## src/wb_defines.svh

```systemverilog
`ifndef WB_DEFINES_SVH
`define WB_DEFINES_SVH

// ############################
// Architectural widths of the writeback stage
// ############################

`define WB_DATA_W  32    // Data word and address width
`define WB_REG_AW  5     // General register index width
`define WB_ECODE_W 6
`define WB_ESUB_W  9

// Number of general registers including r0
`define WB_NREGS   (1 << `WB_REG_AW)

`endif

```

## src/wb_types_pkg.sv

```systemverilog
`include "wb_defines.svh"

package wb_types_pkg;

    // One-hot load kind with LB in bit 0 and all zero for a non-load
    typedef struct packed {
        logic lhu;
        logic lbu;
        logic lw;
        logic lh;
        logic lb;
    } ld_op_t;

    // One SRAM word seen as byte lanes or as halfword lanes
    typedef union packed {
        logic [3:0][7:0]  bytes;
        logic [1:0][15:0] halves;
    } ld_word_u;

    // Everything the memory stage hands over for one instruction
    typedef struct packed {
        logic [`WB_DATA_W-1:0]  pc;
        logic [`WB_DATA_W-1:0]  result;     // Also serves as the load address
        logic [`WB_DATA_W-1:0]  rdata;      // Raw SRAM word for loads
        ld_op_t                 ld_op;
        logic                   gr_we;
        logic [`WB_REG_AW-1:0]  dest;
        logic                   has_exc;
        logic [`WB_ECODE_W-1:0] ecode;
        logic [`WB_ESUB_W-1:0]  esubcode;
        logic [`WB_DATA_W-1:0]  maddr;      // Faulting address for address errors
        logic                   ertn;
    } wb_payload_t;

endpackage

```

## src/wb_exc_pkg.sv

```systemverilog
`include "wb_defines.svh"

package wb_exc_pkg;

    // ############################
    // Exception codes seen at writeback
    // ############################

    localparam logic [`WB_ECODE_W-1:0] ECODE_ADEF = 6'h08;  // Fetch address error
    localparam logic [`WB_ECODE_W-1:0] ECODE_ALE  = 6'h09;  // Misaligned data access
    localparam logic [`WB_ECODE_W-1:0] ECODE_SYS  = 6'h0b;
    localparam logic [`WB_ECODE_W-1:0] ECODE_BRK  = 6'h0c;
    localparam logic [`WB_ECODE_W-1:0] ECODE_INE  = 6'h0d;  // Instruction not defined

    // What the CSR side needs to take one exception
    typedef struct packed {
        logic [`WB_ECODE_W-1:0] ecode;
        logic [`WB_ESUB_W-1:0]  esubcode;
        logic [`WB_DATA_W-1:0]  pc;
        logic [`WB_DATA_W-1:0]  maddr;
    } exc_rec_t;

endpackage

```

## src/wb_ifs.sv

```systemverilog
`timescale 1ns/1ps
`include "wb_defines.svh"

// Register file write side plus the two decode read ports
interface wb_rf_if ();
    logic                  we;
    logic [`WB_REG_AW-1:0] waddr;
    logic [`WB_DATA_W-1:0] wdata;
    logic [`WB_REG_AW-1:0] raddr1;
    logic [`WB_REG_AW-1:0] raddr2;
    logic [`WB_DATA_W-1:0] rdata1;
    logic [`WB_DATA_W-1:0] rdata2;

    modport wr (output we, waddr, wdata);
    modport rf (input we, waddr, wdata, raddr1, raddr2, output rdata1, rdata2);
endinterface

// Load word and kind out to the aligner and the extended value back
interface wb_ld_if import wb_types_pkg::*; (input logic clk);
    logic [`WB_DATA_W-1:0] rdata;
    logic [1:0]            addr_lo;
    ld_op_t                ld_op;
    logic [`WB_DATA_W-1:0] ld_data;

    modport ctrl  (output rdata, addr_lo, ld_op, input ld_data);
    modport align (input clk, rdata, addr_lo, ld_op, output ld_data);
endinterface

interface wb_exc_if import wb_exc_pkg::*; ();
    logic     valid;    // Exception commit
    logic     ertn;     // Exception return commit
    exc_rec_t rec;

    modport ctrl   (output valid, ertn, rec);
    modport commit (input valid, ertn, rec);
endinterface

```

## src/wb_ctrl.sv

```systemverilog
`timescale 1ns/1ps
`include "wb_defines.svh"

module wb_ctrl import wb_types_pkg::*; import wb_exc_pkg::*; (
    input  logic                  clk,
    input  logic                  rst_n,
    input  logic                  in_valid,
    output logic                  in_ready,
    input  wb_payload_t           in_payload,
    wb_ld_if.ctrl                 ld,
    wb_rf_if.wr                   rf,
    wb_exc_if.ctrl                exc,
    output logic [`WB_DATA_W-1:0] debug_wb_pc,
    output logic [3:0]            debug_wb_rf_we,
    output logic [`WB_REG_AW-1:0] debug_wb_rf_wnum,
    output logic [`WB_DATA_W-1:0] debug_wb_rf_wdata
);

    logic        valid_q;
    wb_payload_t pl_q;
    logic        accept;
    logic        flush;

    // ############################
    // Stage register and handshake
    // ############################

    // The stage always finishes in one cycle so it only stalls in reset
    assign in_ready = rst_n;
    assign accept   = in_valid & in_ready;

    // A committing exception or ertn kills whatever arrives behind it
    assign flush = exc.valid | exc.ertn;

    always_ff @(posedge clk or negedge rst_n) begin
        if (!rst_n) begin
            valid_q <= 1'b0;
        end else begin
            valid_q <= accept & ~flush;
        end
    end

    always_ff @(posedge clk) begin
        if (accept) begin
            pl_q <= in_payload;
        end
    end

    // ############################
    // Steering
    // ############################

    assign ld.rdata   = pl_q.rdata;
    assign ld.addr_lo = pl_q.result[1:0];
    assign ld.ld_op   = valid_q ? pl_q.ld_op : '0;     // Aligner idles between items

    assign rf.we    = valid_q & pl_q.gr_we & ~pl_q.has_exc & ~pl_q.ertn;
    assign rf.waddr = pl_q.dest;
    assign rf.wdata = (|pl_q.ld_op) ? ld.ld_data : pl_q.result;

    assign exc.valid = valid_q & pl_q.has_exc;
    assign exc.ertn  = valid_q & pl_q.ertn;
    assign exc.rec   = exc_rec_t'{ecode:    pl_q.ecode,
                                  esubcode: pl_q.esubcode,
                                  pc:       pl_q.pc,
                                  maddr:    pl_q.maddr};

    // Trace port for the reference model comparison
    assign debug_wb_pc       = pl_q.pc;
    assign debug_wb_rf_we    = {4{rf.we}};
    assign debug_wb_rf_wnum  = rf.waddr;
    assign debug_wb_rf_wdata = rf.wdata;

    // Upstream never marks one instruction as both trap and return
    a_exc_ertn_excl: assert property (@(posedge clk) disable iff (!rst_n)
        accept |-> !(in_payload.has_exc && in_payload.ertn));

    a_we_exc_excl: assert property (@(posedge clk) disable iff (!rst_n)
        !(rf.we && exc.valid));

endmodule

```

## src/wb_load_align.sv

```systemverilog
`timescale 1ns/1ps
`include "wb_defines.svh"

module wb_load_align import wb_types_pkg::*; (
    wb_ld_if.align ld
);

    ld_word_u    word;
    logic [7:0]  byte_lane;
    logic [15:0] half_lane;

    // ############################
    // Lane selection
    // ############################

    assign word      = ld.rdata;
    assign byte_lane = word.bytes[ld.addr_lo];       // Little endian byte order
    assign half_lane = word.halves[ld.addr_lo[1]];

    // ############################
    // Extension
    // ############################

    always_comb begin
        if (ld.ld_op.lb) begin
            ld.ld_data = {{24{byte_lane[7]}}, byte_lane};
        end else if (ld.ld_op.lbu) begin
            ld.ld_data = {24'd0, byte_lane};
        end else if (ld.ld_op.lh) begin
            ld.ld_data = {{16{half_lane[15]}}, half_lane};
        end else if (ld.ld_op.lhu) begin
            ld.ld_data = {16'd0, half_lane};
        end else if (ld.ld_op.lw) begin
            ld.ld_data = word;                       // Word loads pass straight through
        end else begin
            ld.ld_data = '0;
        end
    end

    // Decode upstream gives at most one load kind per item
    a_ld_op_onehot: assert property (@(posedge ld.clk)
        $onehot0(ld.ld_op));

    // Misaligned halfwords must have trapped as ALE in the memory stage
    a_half_aligned: assert property (@(posedge ld.clk)
        (ld.ld_op.lh || ld.ld_op.lhu) |-> !ld.addr_lo[0]);

endmodule

```

## src/wb_regfile.sv

```systemverilog
`timescale 1ns/1ps
`include "wb_defines.svh"

module wb_regfile (
    input  logic clk,
    input  logic rst_n,
    wb_rf_if.rf  rf
);

    // r0 has no storage
    logic [`WB_DATA_W-1:0] regs [1:`WB_NREGS-1];

    // ############################
    // Write port
    // ############################

    always_ff @(posedge clk or negedge rst_n) begin
        if (!rst_n) begin
            for (int i = 1; i < `WB_NREGS; i++) begin
                regs[i] <= '0;
            end
        end else if (rf.we && (rf.waddr != '0)) begin
            regs[rf.waddr] <= rf.wdata;
        end
    end

    // Reads see the old value during a same-cycle write
    assign rf.rdata1 = (rf.raddr1 == '0) ? '0 : regs[rf.raddr1];
    assign rf.rdata2 = (rf.raddr2 == '0) ? '0 : regs[rf.raddr2];

    a_waddr_known: assert property (@(posedge clk) disable iff (!rst_n)
        rf.we |-> !$isunknown(rf.waddr));

endmodule

```

## src/wb_exc_commit.sv

```systemverilog
`timescale 1ns/1ps
`include "wb_defines.svh"

module wb_exc_commit import wb_exc_pkg::*; (
    input  logic                   clk,
    input  logic                   rst_n,
    wb_exc_if.commit               exc,
    output logic                   exception_submit,
    output logic [`WB_ECODE_W-1:0] ecode_submit,
    output logic [`WB_ESUB_W-1:0]  esubcode_submit,
    output logic [`WB_DATA_W-1:0]  exception_pc_submit,
    output logic [`WB_DATA_W-1:0]  exception_maddr_submit,
    output logic                   ertn_submit,
    output logic [`WB_DATA_W-1:0]  era,
    output logic [`WB_DATA_W-1:0]  badv
);

    logic addr_fault;

    // Submit side goes straight to the CSR unit
    assign exception_submit       = exc.valid;
    assign ecode_submit           = exc.rec.ecode;
    assign esubcode_submit        = exc.rec.esubcode;
    assign exception_pc_submit    = exc.rec.pc;
    assign exception_maddr_submit = exc.rec.maddr;
    assign ertn_submit            = exc.ertn;

    // Only address errors carry a meaningful bad address
    assign addr_fault = (exc.rec.ecode == ECODE_ADEF) || (exc.rec.ecode == ECODE_ALE);

    // ############################
    // Last exception record
    // ############################

    always_ff @(posedge clk or negedge rst_n) begin
        if (!rst_n) begin
            era  <= '0;
            badv <= '0;
        end else if (exc.valid) begin
            era <= exc.rec.pc;
            if (addr_fault) begin
                badv <= exc.rec.maddr;
            end
        end
    end

endmodule

```

## src/wb_top.sv

```systemverilog
`timescale 1ns/1ps
`include "wb_defines.svh"

module wb_top import wb_types_pkg::*; (
    input  logic                   clk,
    input  logic                   rst_n,
    input  logic                   in_valid,
    output logic                   in_ready,
    input  logic [`WB_DATA_W-1:0]  in_pc,
    input  logic [`WB_DATA_W-1:0]  in_result,
    input  logic [`WB_DATA_W-1:0]  data_sram_rdata,
    input  logic [4:0]             mem_op,          // LB LH LW LBU LHU from bit 0 up
    input  logic                   gr_we,
    input  logic [`WB_REG_AW-1:0]  dest,
    input  logic                   has_exception,
    input  logic [`WB_ECODE_W-1:0] ecode,
    input  logic [`WB_ESUB_W-1:0]  esubcode,
    input  logic [`WB_DATA_W-1:0]  exception_maddr,
    input  logic                   ertn,
    input  logic [`WB_REG_AW-1:0]  raddr1,
    input  logic [`WB_REG_AW-1:0]  raddr2,
    output logic [`WB_DATA_W-1:0]  rdata1,
    output logic [`WB_DATA_W-1:0]  rdata2,
    output logic [`WB_DATA_W-1:0]  debug_wb_pc,
    output logic [3:0]             debug_wb_rf_we,
    output logic [`WB_REG_AW-1:0]  debug_wb_rf_wnum,
    output logic [`WB_DATA_W-1:0]  debug_wb_rf_wdata,
    output logic                   exception_submit,
    output logic [`WB_ECODE_W-1:0] ecode_submit,
    output logic [`WB_ESUB_W-1:0]  esubcode_submit,
    output logic [`WB_DATA_W-1:0]  exception_pc_submit,
    output logic [`WB_DATA_W-1:0]  exception_maddr_submit,
    output logic                   ertn_submit,
    output logic [`WB_DATA_W-1:0]  era,
    output logic [`WB_DATA_W-1:0]  badv
);

    wb_payload_t in_payload;

    wb_ld_if  u_ld_if (.clk(clk));
    wb_rf_if  u_rf_if ();
    wb_exc_if u_exc_if ();

    // ############################
    // Port bundling
    // ############################

    assign in_payload.pc       = in_pc;
    assign in_payload.result   = in_result;
    assign in_payload.rdata    = data_sram_rdata;
    assign in_payload.ld_op    = mem_op;
    assign in_payload.gr_we    = gr_we;
    assign in_payload.dest     = dest;
    assign in_payload.has_exc  = has_exception;
    assign in_payload.ecode    = ecode;
    assign in_payload.esubcode = esubcode;
    assign in_payload.maddr    = exception_maddr;
    assign in_payload.ertn     = ertn;

    // Decode read ports
    assign u_rf_if.raddr1 = raddr1;
    assign u_rf_if.raddr2 = raddr2;
    assign rdata1         = u_rf_if.rdata1;
    assign rdata2         = u_rf_if.rdata2;

    wb_ctrl u_ctrl (
        .clk               (clk),
        .rst_n             (rst_n),
        .in_valid          (in_valid),
        .in_ready          (in_ready),
        .in_payload        (in_payload),
        .ld                (u_ld_if.ctrl),
        .rf                (u_rf_if.wr),
        .exc               (u_exc_if.ctrl),
        .debug_wb_pc       (debug_wb_pc),
        .debug_wb_rf_we    (debug_wb_rf_we),
        .debug_wb_rf_wnum  (debug_wb_rf_wnum),
        .debug_wb_rf_wdata (debug_wb_rf_wdata)
    );

    wb_load_align u_load_align (
        .ld (u_ld_if.align)
    );

    wb_regfile u_regfile (
        .clk   (clk),
        .rst_n (rst_n),
        .rf    (u_rf_if.rf)
    );

    wb_exc_commit u_exc_commit (
        .clk                    (clk),
        .rst_n                  (rst_n),
        .exc                    (u_exc_if.commit),
        .exception_submit       (exception_submit),
        .ecode_submit           (ecode_submit),
        .esubcode_submit        (esubcode_submit),
        .exception_pc_submit    (exception_pc_submit),
        .exception_maddr_submit (exception_maddr_submit),
        .ertn_submit            (ertn_submit),
        .era                    (era),
        .badv                   (badv)
    );

endmodule

```

## config.mk

```make
export PLATFORM = sky130hd
export DESIGN_NAME = wb_top
export DESIGN_NICKNAME = d
export VERILOG_FILES = /design/src/wb_types_pkg.sv /design/src/wb_exc_pkg.sv /design/src/wb_ifs.sv /design/src/wb_ctrl.sv /design/src/wb_load_align.sv /design/src/wb_regfile.sv /design/src/wb_exc_commit.sv /design/src/wb_top.sv
export VERILOG_INCLUDE_DIRS = /design/src
export SDC_FILE = /design/constraint.sdc
export NUM_CORES = 2
export LEC_CHECK = 0
export BUFFER_PORTS_ARGS = -buffer_cell sky130_fd_sc_hd__buf_4
export CAP_MARGIN = 20
export CORE_MARGIN = 1
export CORE_UTILIZATION = 55
export DETAILED_ROUTE_END_ITERATION = 10
export HOLD_SLACK_MARGIN = 0.06
export PLACE_DENSITY = 0.77
export SYNTH_ARGS = -nofsm -noshare
export SYNTH_HDL_FRONTEND = slang
export SYNTH_SLANG_ARGS = --single-unit
```

## constraint.sdc

```tcl
create_clock -name clk -period 4.3 [get_ports clk]
set_clock_uncertainty 0.05 [all_clocks]
set_input_delay 0.645 -clock clk [delete_from_list [all_inputs] [get_ports clk]]
set_output_delay 0.645 -clock clk [all_outputs]
set_load 0.02 [all_outputs]
```

After elaboration in Yosys (flattened, before gate mapping):

Index checks and enable logic that the tools add are counted.

* register bits after elaboration: 1213
* output and inout bits: 283
* word-level logic and storage cells: 101
* input bits: 169

* bitwise operators: 14
* $lt $le $gt $ge: 6
* muxes and demuxes: 22
* reductions and logical operators: 8
* equality and inequality tests: 2

Operators with widths (number)
* $bwmux W992: 1
* $mux W32: 13
* $bmux W32 S5: 2
* $demux W32 S5: 1
* $mux W16: 2
* $ge A6 B6 Y1 const B: 3
* $not A5 Y6: 3
* $bmux W8 S2: 1
* $eq A6 B4 Y1 const B: 2
* $logic_not A5 Y1: 2
* $mux W8: 1
* $and A1 B1 Y1: 7
* $lt A6 B1 Y1 const B: 1
* $mux W5: 1
* $reduce_bool A5 Y1: 1
* $reduce_or A5 Y1: 1
* $lt A2 B3 Y1 const B: 1
* $not A1 Y1: 3
* $logic_and A1 B1 Y1: 2
* $lt A1 B2 Y1 const B: 1
* $reduce_and A2 Y1: 1
* $logic_or A1 B1 Y1: 1
* $or A1 B1 Y1: 1

Logic depth before layout (Yosys ltp):

* depth in word-level cells: 8
* depth in mapped cells: 10
* depth with buffers taken out: 6

Cells and area by module:

Synthesis repeated with hierarchy kept, for this count alone.

* cells, all modules: 4354
* area total of the unflattened synthesis: 63661.1 um^2

By module, submodules not included
* wb_regfile: cells an instance 3624, seq. area each 24823.8 um^2, area each 53000.8 um^2, times used 1
* wb_ctrl: cells an instance 396, seq. area each 4709.5 um^2, area each 6784.0 um^2, times used 1
* wb_exc_commit: cells an instance 218, seq. area each 1601.5 um^2, area each 3134.3 um^2, times used 1
* wb_load_align: cells an instance 116, seq. area each 0.0 um^2, area each 742.0 um^2, times used 1

Worst setup path before layout:

No wires, ideal clock.

* kind: input-to-reg
* from: input port rst_n
* to: register u_ctrl.pl_q (netlist bit u_ctrl.debug_wb_pc[0]) (enable)
* slack: -0.502 ns
* buffers on the path: 0
* arrival time: 4.218 ns
* data required time: 3.715 ns
* setup time: 0.535 ns
* cell stages on the path: 1
* path through: and2_1

* word-level cells in the longest chain between the ends: 1

Ends and longest elaborated chain
* start: declaration: line wb_top.sv:6 `input logic rst_n,`
* $and A1 B1 Y1: line wb_ctrl.sv:30 `assign accept = in_valid & in_ready;`
* end signal: assignment: line wb_ctrl.sv:45 `pl_q <= in_payload;`
* end: declaration: line wb_ctrl.sv:20 `wb_payload_t pl_q;`

No other way between the ends.
A chain may end at the register's enable or synchronous reset.

Worst setup path in the final report:

* from: register u_ctrl.valid_q
* to: output port debug_wb_rf_wdata[27]

* word-level cells in the longest chain between the ends: 7

Ends and longest elaborated chain
* start: declaration: line wb_ctrl.sv:19 `logic valid_q;`
* start signal: assignment: line wb_ctrl.sv:39 `valid_q <= accept & ~flush;`
* $mux W5 (*): line wb_ctrl.sv:55 `assign ld.ld_op = valid_q ? pl_q.ld_op : '0;`
* $mux W32: line wb_load_align.sv:33 `end else if (ld.ld_op.lw) begin`
* $mux W32: line wb_load_align.sv:31 `end else if (ld.ld_op.lhu) begin`
* $mux W32: line wb_load_align.sv:29 `end else if (ld.ld_op.lh) begin`
* $mux W32: line wb_load_align.sv:27 `end else if (ld.ld_op.lbu) begin`
* $mux W32 (*): line wb_load_align.sv:25 `if (ld.ld_op.lb) begin`
* $mux W32 (*): line wb_ctrl.sv:59 `assign rf.wdata = (|pl_q.ld_op) ? ld.ld_data : pl_q.result;`
* end: declaration: line wb_top.sv:27 `` output logic [`WB_DATA_W-1:0] debug_wb_rf_wdata, ``

Mark *: on every way between the ends. The rest lies on a longest branch, timed or not.

==> results by group <==
Outcome
  – Status: finished clean

Critical path
  – Worst setup EP type: output pin
  – Largest stage delay, worst path: roughly 0.7 ns
  – Crit-path cells: or3b_1 -> a31o_2 -> o21ai_0 -> o21ai_2 -> inv_1 -> buf_4
  – Worst path required time: approximately 3.6 ns
  – R2R depth: 7
  – Worst-path fanout max: 16
  – Worst Setup Path Type: reg2out
  – Worst path buffer plus inverter count: 2
  – Worst R2R End: u_regfile.regs[836]$_DFFE_PN0P_
  – Worst r2r src: u_ctrl.valid_q$_DFF_PN0_
  – Startpoint types: register
  – Arr. time, crit path: 3.54 ns
  – Flop2flop setup slack: a little over 1 ns
  – CP top delay family: compound AO/OA/AOI/OAI gates
  – Slowest CP cell: o21ai_0

Detailed routing
  – Vias per cell: 6.61
  – DR pass1 iterations: 8
  – Wire per inst: about 28 um
  – Vias: 48300
  – DR DRC count: 0
  – Routed Wire Length: 206000 um
  – Post-DRT Antenna Nets: 0
  – Initial drt markers: 5980

Clock network
  – # clock sinks: 1213
  – Worst skew pair latency: about 0.75 ns
  – Clock root cell: clkbuf_16
  – TritonCTS Buffers: roughly 130
  – Worst-path clk slew: roughly 0.06 ns
  – TritonCTS clock tree: yes
  – H-tree depth: 4
  – CTS Buffer Depth: 3

Synthesis
  – Synth warn: 0
  – Register bit total from synthesis: between 1000 and 1500
  – Top-area cell type share of the netlist area: roughly 43%
  – Ranking of synthesized cells by area: dfrtp_1 43%, mux4_2 13%, o21ai_0 7.8%
  – Main synth FF type: dfrtp_1
  – Post-synth ARST share: 87.1%
  – Syn Nets: between 5000 and 6000
  – Number of synthesized flops with an enable pin: about 160
  – Area leader, netlist: dfrtp_1
  – Syn_area_per_cell: 11.2 um^2
  – Post-Syn Instances: roughly 5400
  – Post-synthesis sequential area ratio: between 50% and 60%
  – Library cells used by synthesis: 58
  – Post-Syn Area: 61000 um^2

Worst hold path
  – Hold Crit Class: in2reg
  – Hold path start: in_pc[9]
  – Hold endpoint: u_ctrl.debug_wb_pc[9]$_DFFE_PP_
  – Hold Path Stages: 1

Floorplan
  – Die extent in x: approximately 330 um
  – Row count: ~120
  – Num ports: 452
  – Die extent in y: ~330 um
  – Initial core utilization: 55.7%
  – Core box area: between 100000 and 150000 um^2
  – Die area: roughly 110000 um^2

Finish
  – Share of cells above drive strength 1: roughly 25%
  – Nets: 5886
  – Synthesis-to-finish area growth: 16.5%
  – Core Util, Final: about two thirds

Timing
  – Min Hold Slack: 0.0968 ns
  – Final setup viols: 0
  – Tcrit/Tclk final: a little over nine tenths
  – Endpoints failing hold: 0
  – Worst-Margin Slew: about 1.2 ns
  – Tmin final: around 4.2 ns
  – Fmax: ~240 MHz
  – Max-slew violation count: 0
  – Slew headroom: between 20% and 30%
  – Setup_tns: 0 ns

GRT
  – Congestion Overflow GR: 0
  – Largest net degree at the start of global routing: 174
  – First-pass GRT wire length: ~310000 um
  – Initial antenna violation count: 7
  – Vias in the first global route: between 40000 and 50000
  – GRT Resource Usage Total: a little under two fifths

Power and ir drop
  – VDD IR max: 400 uV
  – Power Total: ~27 mW
  – Leak pwr: 30.8 nW
  – Power Dens Cells: ~380 nW/um^2

Flow run
  – Max capacitance violation total: 0

Place
  – Dpl hpwl: ~130000 um
  – PortBufs: 451
  – Placer congestion estimate: ~0.93
cell type report:
type,instances,area (um^2)
Clock inverter,53,694
Antenna cell,5,12.5
Tap cell,1476,1850
Clock buffer,181,3860
Inverter,48,180
Sequential cell,1213,31100
Multi-Input combinational cell,3504,26300
Fill cell,7976,38400
Timing Repair Buffer,819,7000
repair_timing:
| action | 4_1_cts | 5_1_grt |
|---|---|---|
| hold buffers | 156 | 0 |
| gates resized for setup | 0 | 0 |
| endpoints found under the hold margin | 200 | 0 |
| setup endpoints to repair | 0 | 2 |
| setup buffers | 0 | 1 |
through the flow:
step	cell area, um^2	cells	worst slack, ns
6_report	71000	7299	0.0655
5_1_grt	71000	7296	-0.0289
4_1_cts	71000	7292	0.0918
3_5_place_dp	64900	6902	0.513
3_3_place_gp	64900	6902	0.434
2_1_floorplan	61000	5424	1.14
placed cells by master (no fill, tap or decap), drive strengths merged, types with 8 or more instances in the layout:
cell type,count
nand2b,13
nor3,32
a2111oi,11
mux4,359
and2,11
dlygate4sd3,156
nand4,9
a22oi,65
edfxtp,156
a21oi,65
nor2,86
mux2,142
clkbuf,183
inv,53
clkinv,29
mux2i,308
o21ai,1036
bufinv,16
nand2,1031
o22ai,45
nor2b,44
a221oi,48
a211oi,85
or2,13
dfrtp,1057
buf,661
a31oi,8
o221ai,13
a211o,20
Yosys cell counts (2+ instances only):
master     instances
clkbuf_1         307
o21a_1             6
o21ai_1           37
nor2_1            86
buf_6             34
a22oi_1           64
mux2i_1          308
a21o_1             7
buf_1             20
a21oi_1           65
mux2_2           142
and3_1             2
edfxtp_1         156
a2111oi_0         11
and2_1            11
o21ai_0          952
o21ai_2           47
a211oi_1          85
nand2_1         1031
o22ai_1           44
nor2b_1           44
nand4_1            9
or3b_1             2
buf_4            149
inv_1             47
mux4_2           359
or4_1              7
dfrtp_1         1057
o2bb2ai_1          6
or2_2             12
a211o_1           20
clkbuf_2          39
nor3_1            31
nand3_2            2
nand2b_1          13
a221oi_1          48
nor3b_1            7
a31oi_1            8
o221ai_1          13
a22o_1             6
buf_2            110
nand3b_1           4
where the power goes:
group	leakage [nW]	internal [mW]	switching, mW
clock network	2.26	7.24	4.78
registers	16.1	11.9	0.233
logic	12.4	1.13	1.89
total	30.8	20.3	6.91
per-layer routing:
metal  global-route usage (%)  share of wire [%]  up-vias
met1                     47.0                 36    24100
li1                         -                  -    20000
met4                     25.0                7.6        8
met5                        0              0.029        -
met2                     55.7                 45     3286
met3                     10.7                 12      824
worst reg2reg max path: stages (launching register included):
cell       delay, ns
dfrtp_1         0.65
nand4bb_4       0.29
inv_2           0.27
and3_1          0.42
nand2_2         0.66
buf_4           0.58
nand2_1         0.13
o21ai_0         0.09
how the worst max path moves through the flow:
| stage | startpoint | slack (ns) | cells past startpoint | end |
|---|---|---|---|---|
| 6_report | u_ctrl.valid_q$_DFF_PN0_ | 0.07 | 6 | debug_wb_rf_wdata[27] |
| 5_1_grt | u_ctrl.valid_q$_DFF_PN0_ | -0.03 | 8 | debug_wb_rf_wdata[5] |
| 4_1_cts | u_ctrl.ld.addr_lo[1]$_DFFE_PP_ | 0.09 | 6 | debug_wb_rf_wdata[27] |
| 3_5_place_dp | raddr1[0] | 0.51 | 8 | rdata1[5] |
| 3_3_place_gp | raddr1[0] | 0.43 | 8 | rdata1[5] |
| 2_1_floorplan | raddr2[0] | 1.14 | 9 | rdata2[26] |
cells by family after synthesis:
logic type | share of synthesized area [%]
compound gates | 13.5
buf+inv | 5.99
flops | 51.1
mux | 20.9
simple gates | 8.51
state kept, by name, summed over array words and instances (netlist names):
register	flops
u_ctrl.debug_wb_pc	32
u_exc_commit.era	32
u_ctrl.exc.rec	47
u_ctrl.ld.rdata	32
u_exc_commit.badv	32
u_ctrl.debug_wb_rf_wnum	5
u_regfile.regs	992
u_ctrl.valid_q	1
u_ctrl.pl_q	38
u_ctrl.ld.addr_lo	2
No activity file was read; power rests on OpenSTA's default activity.
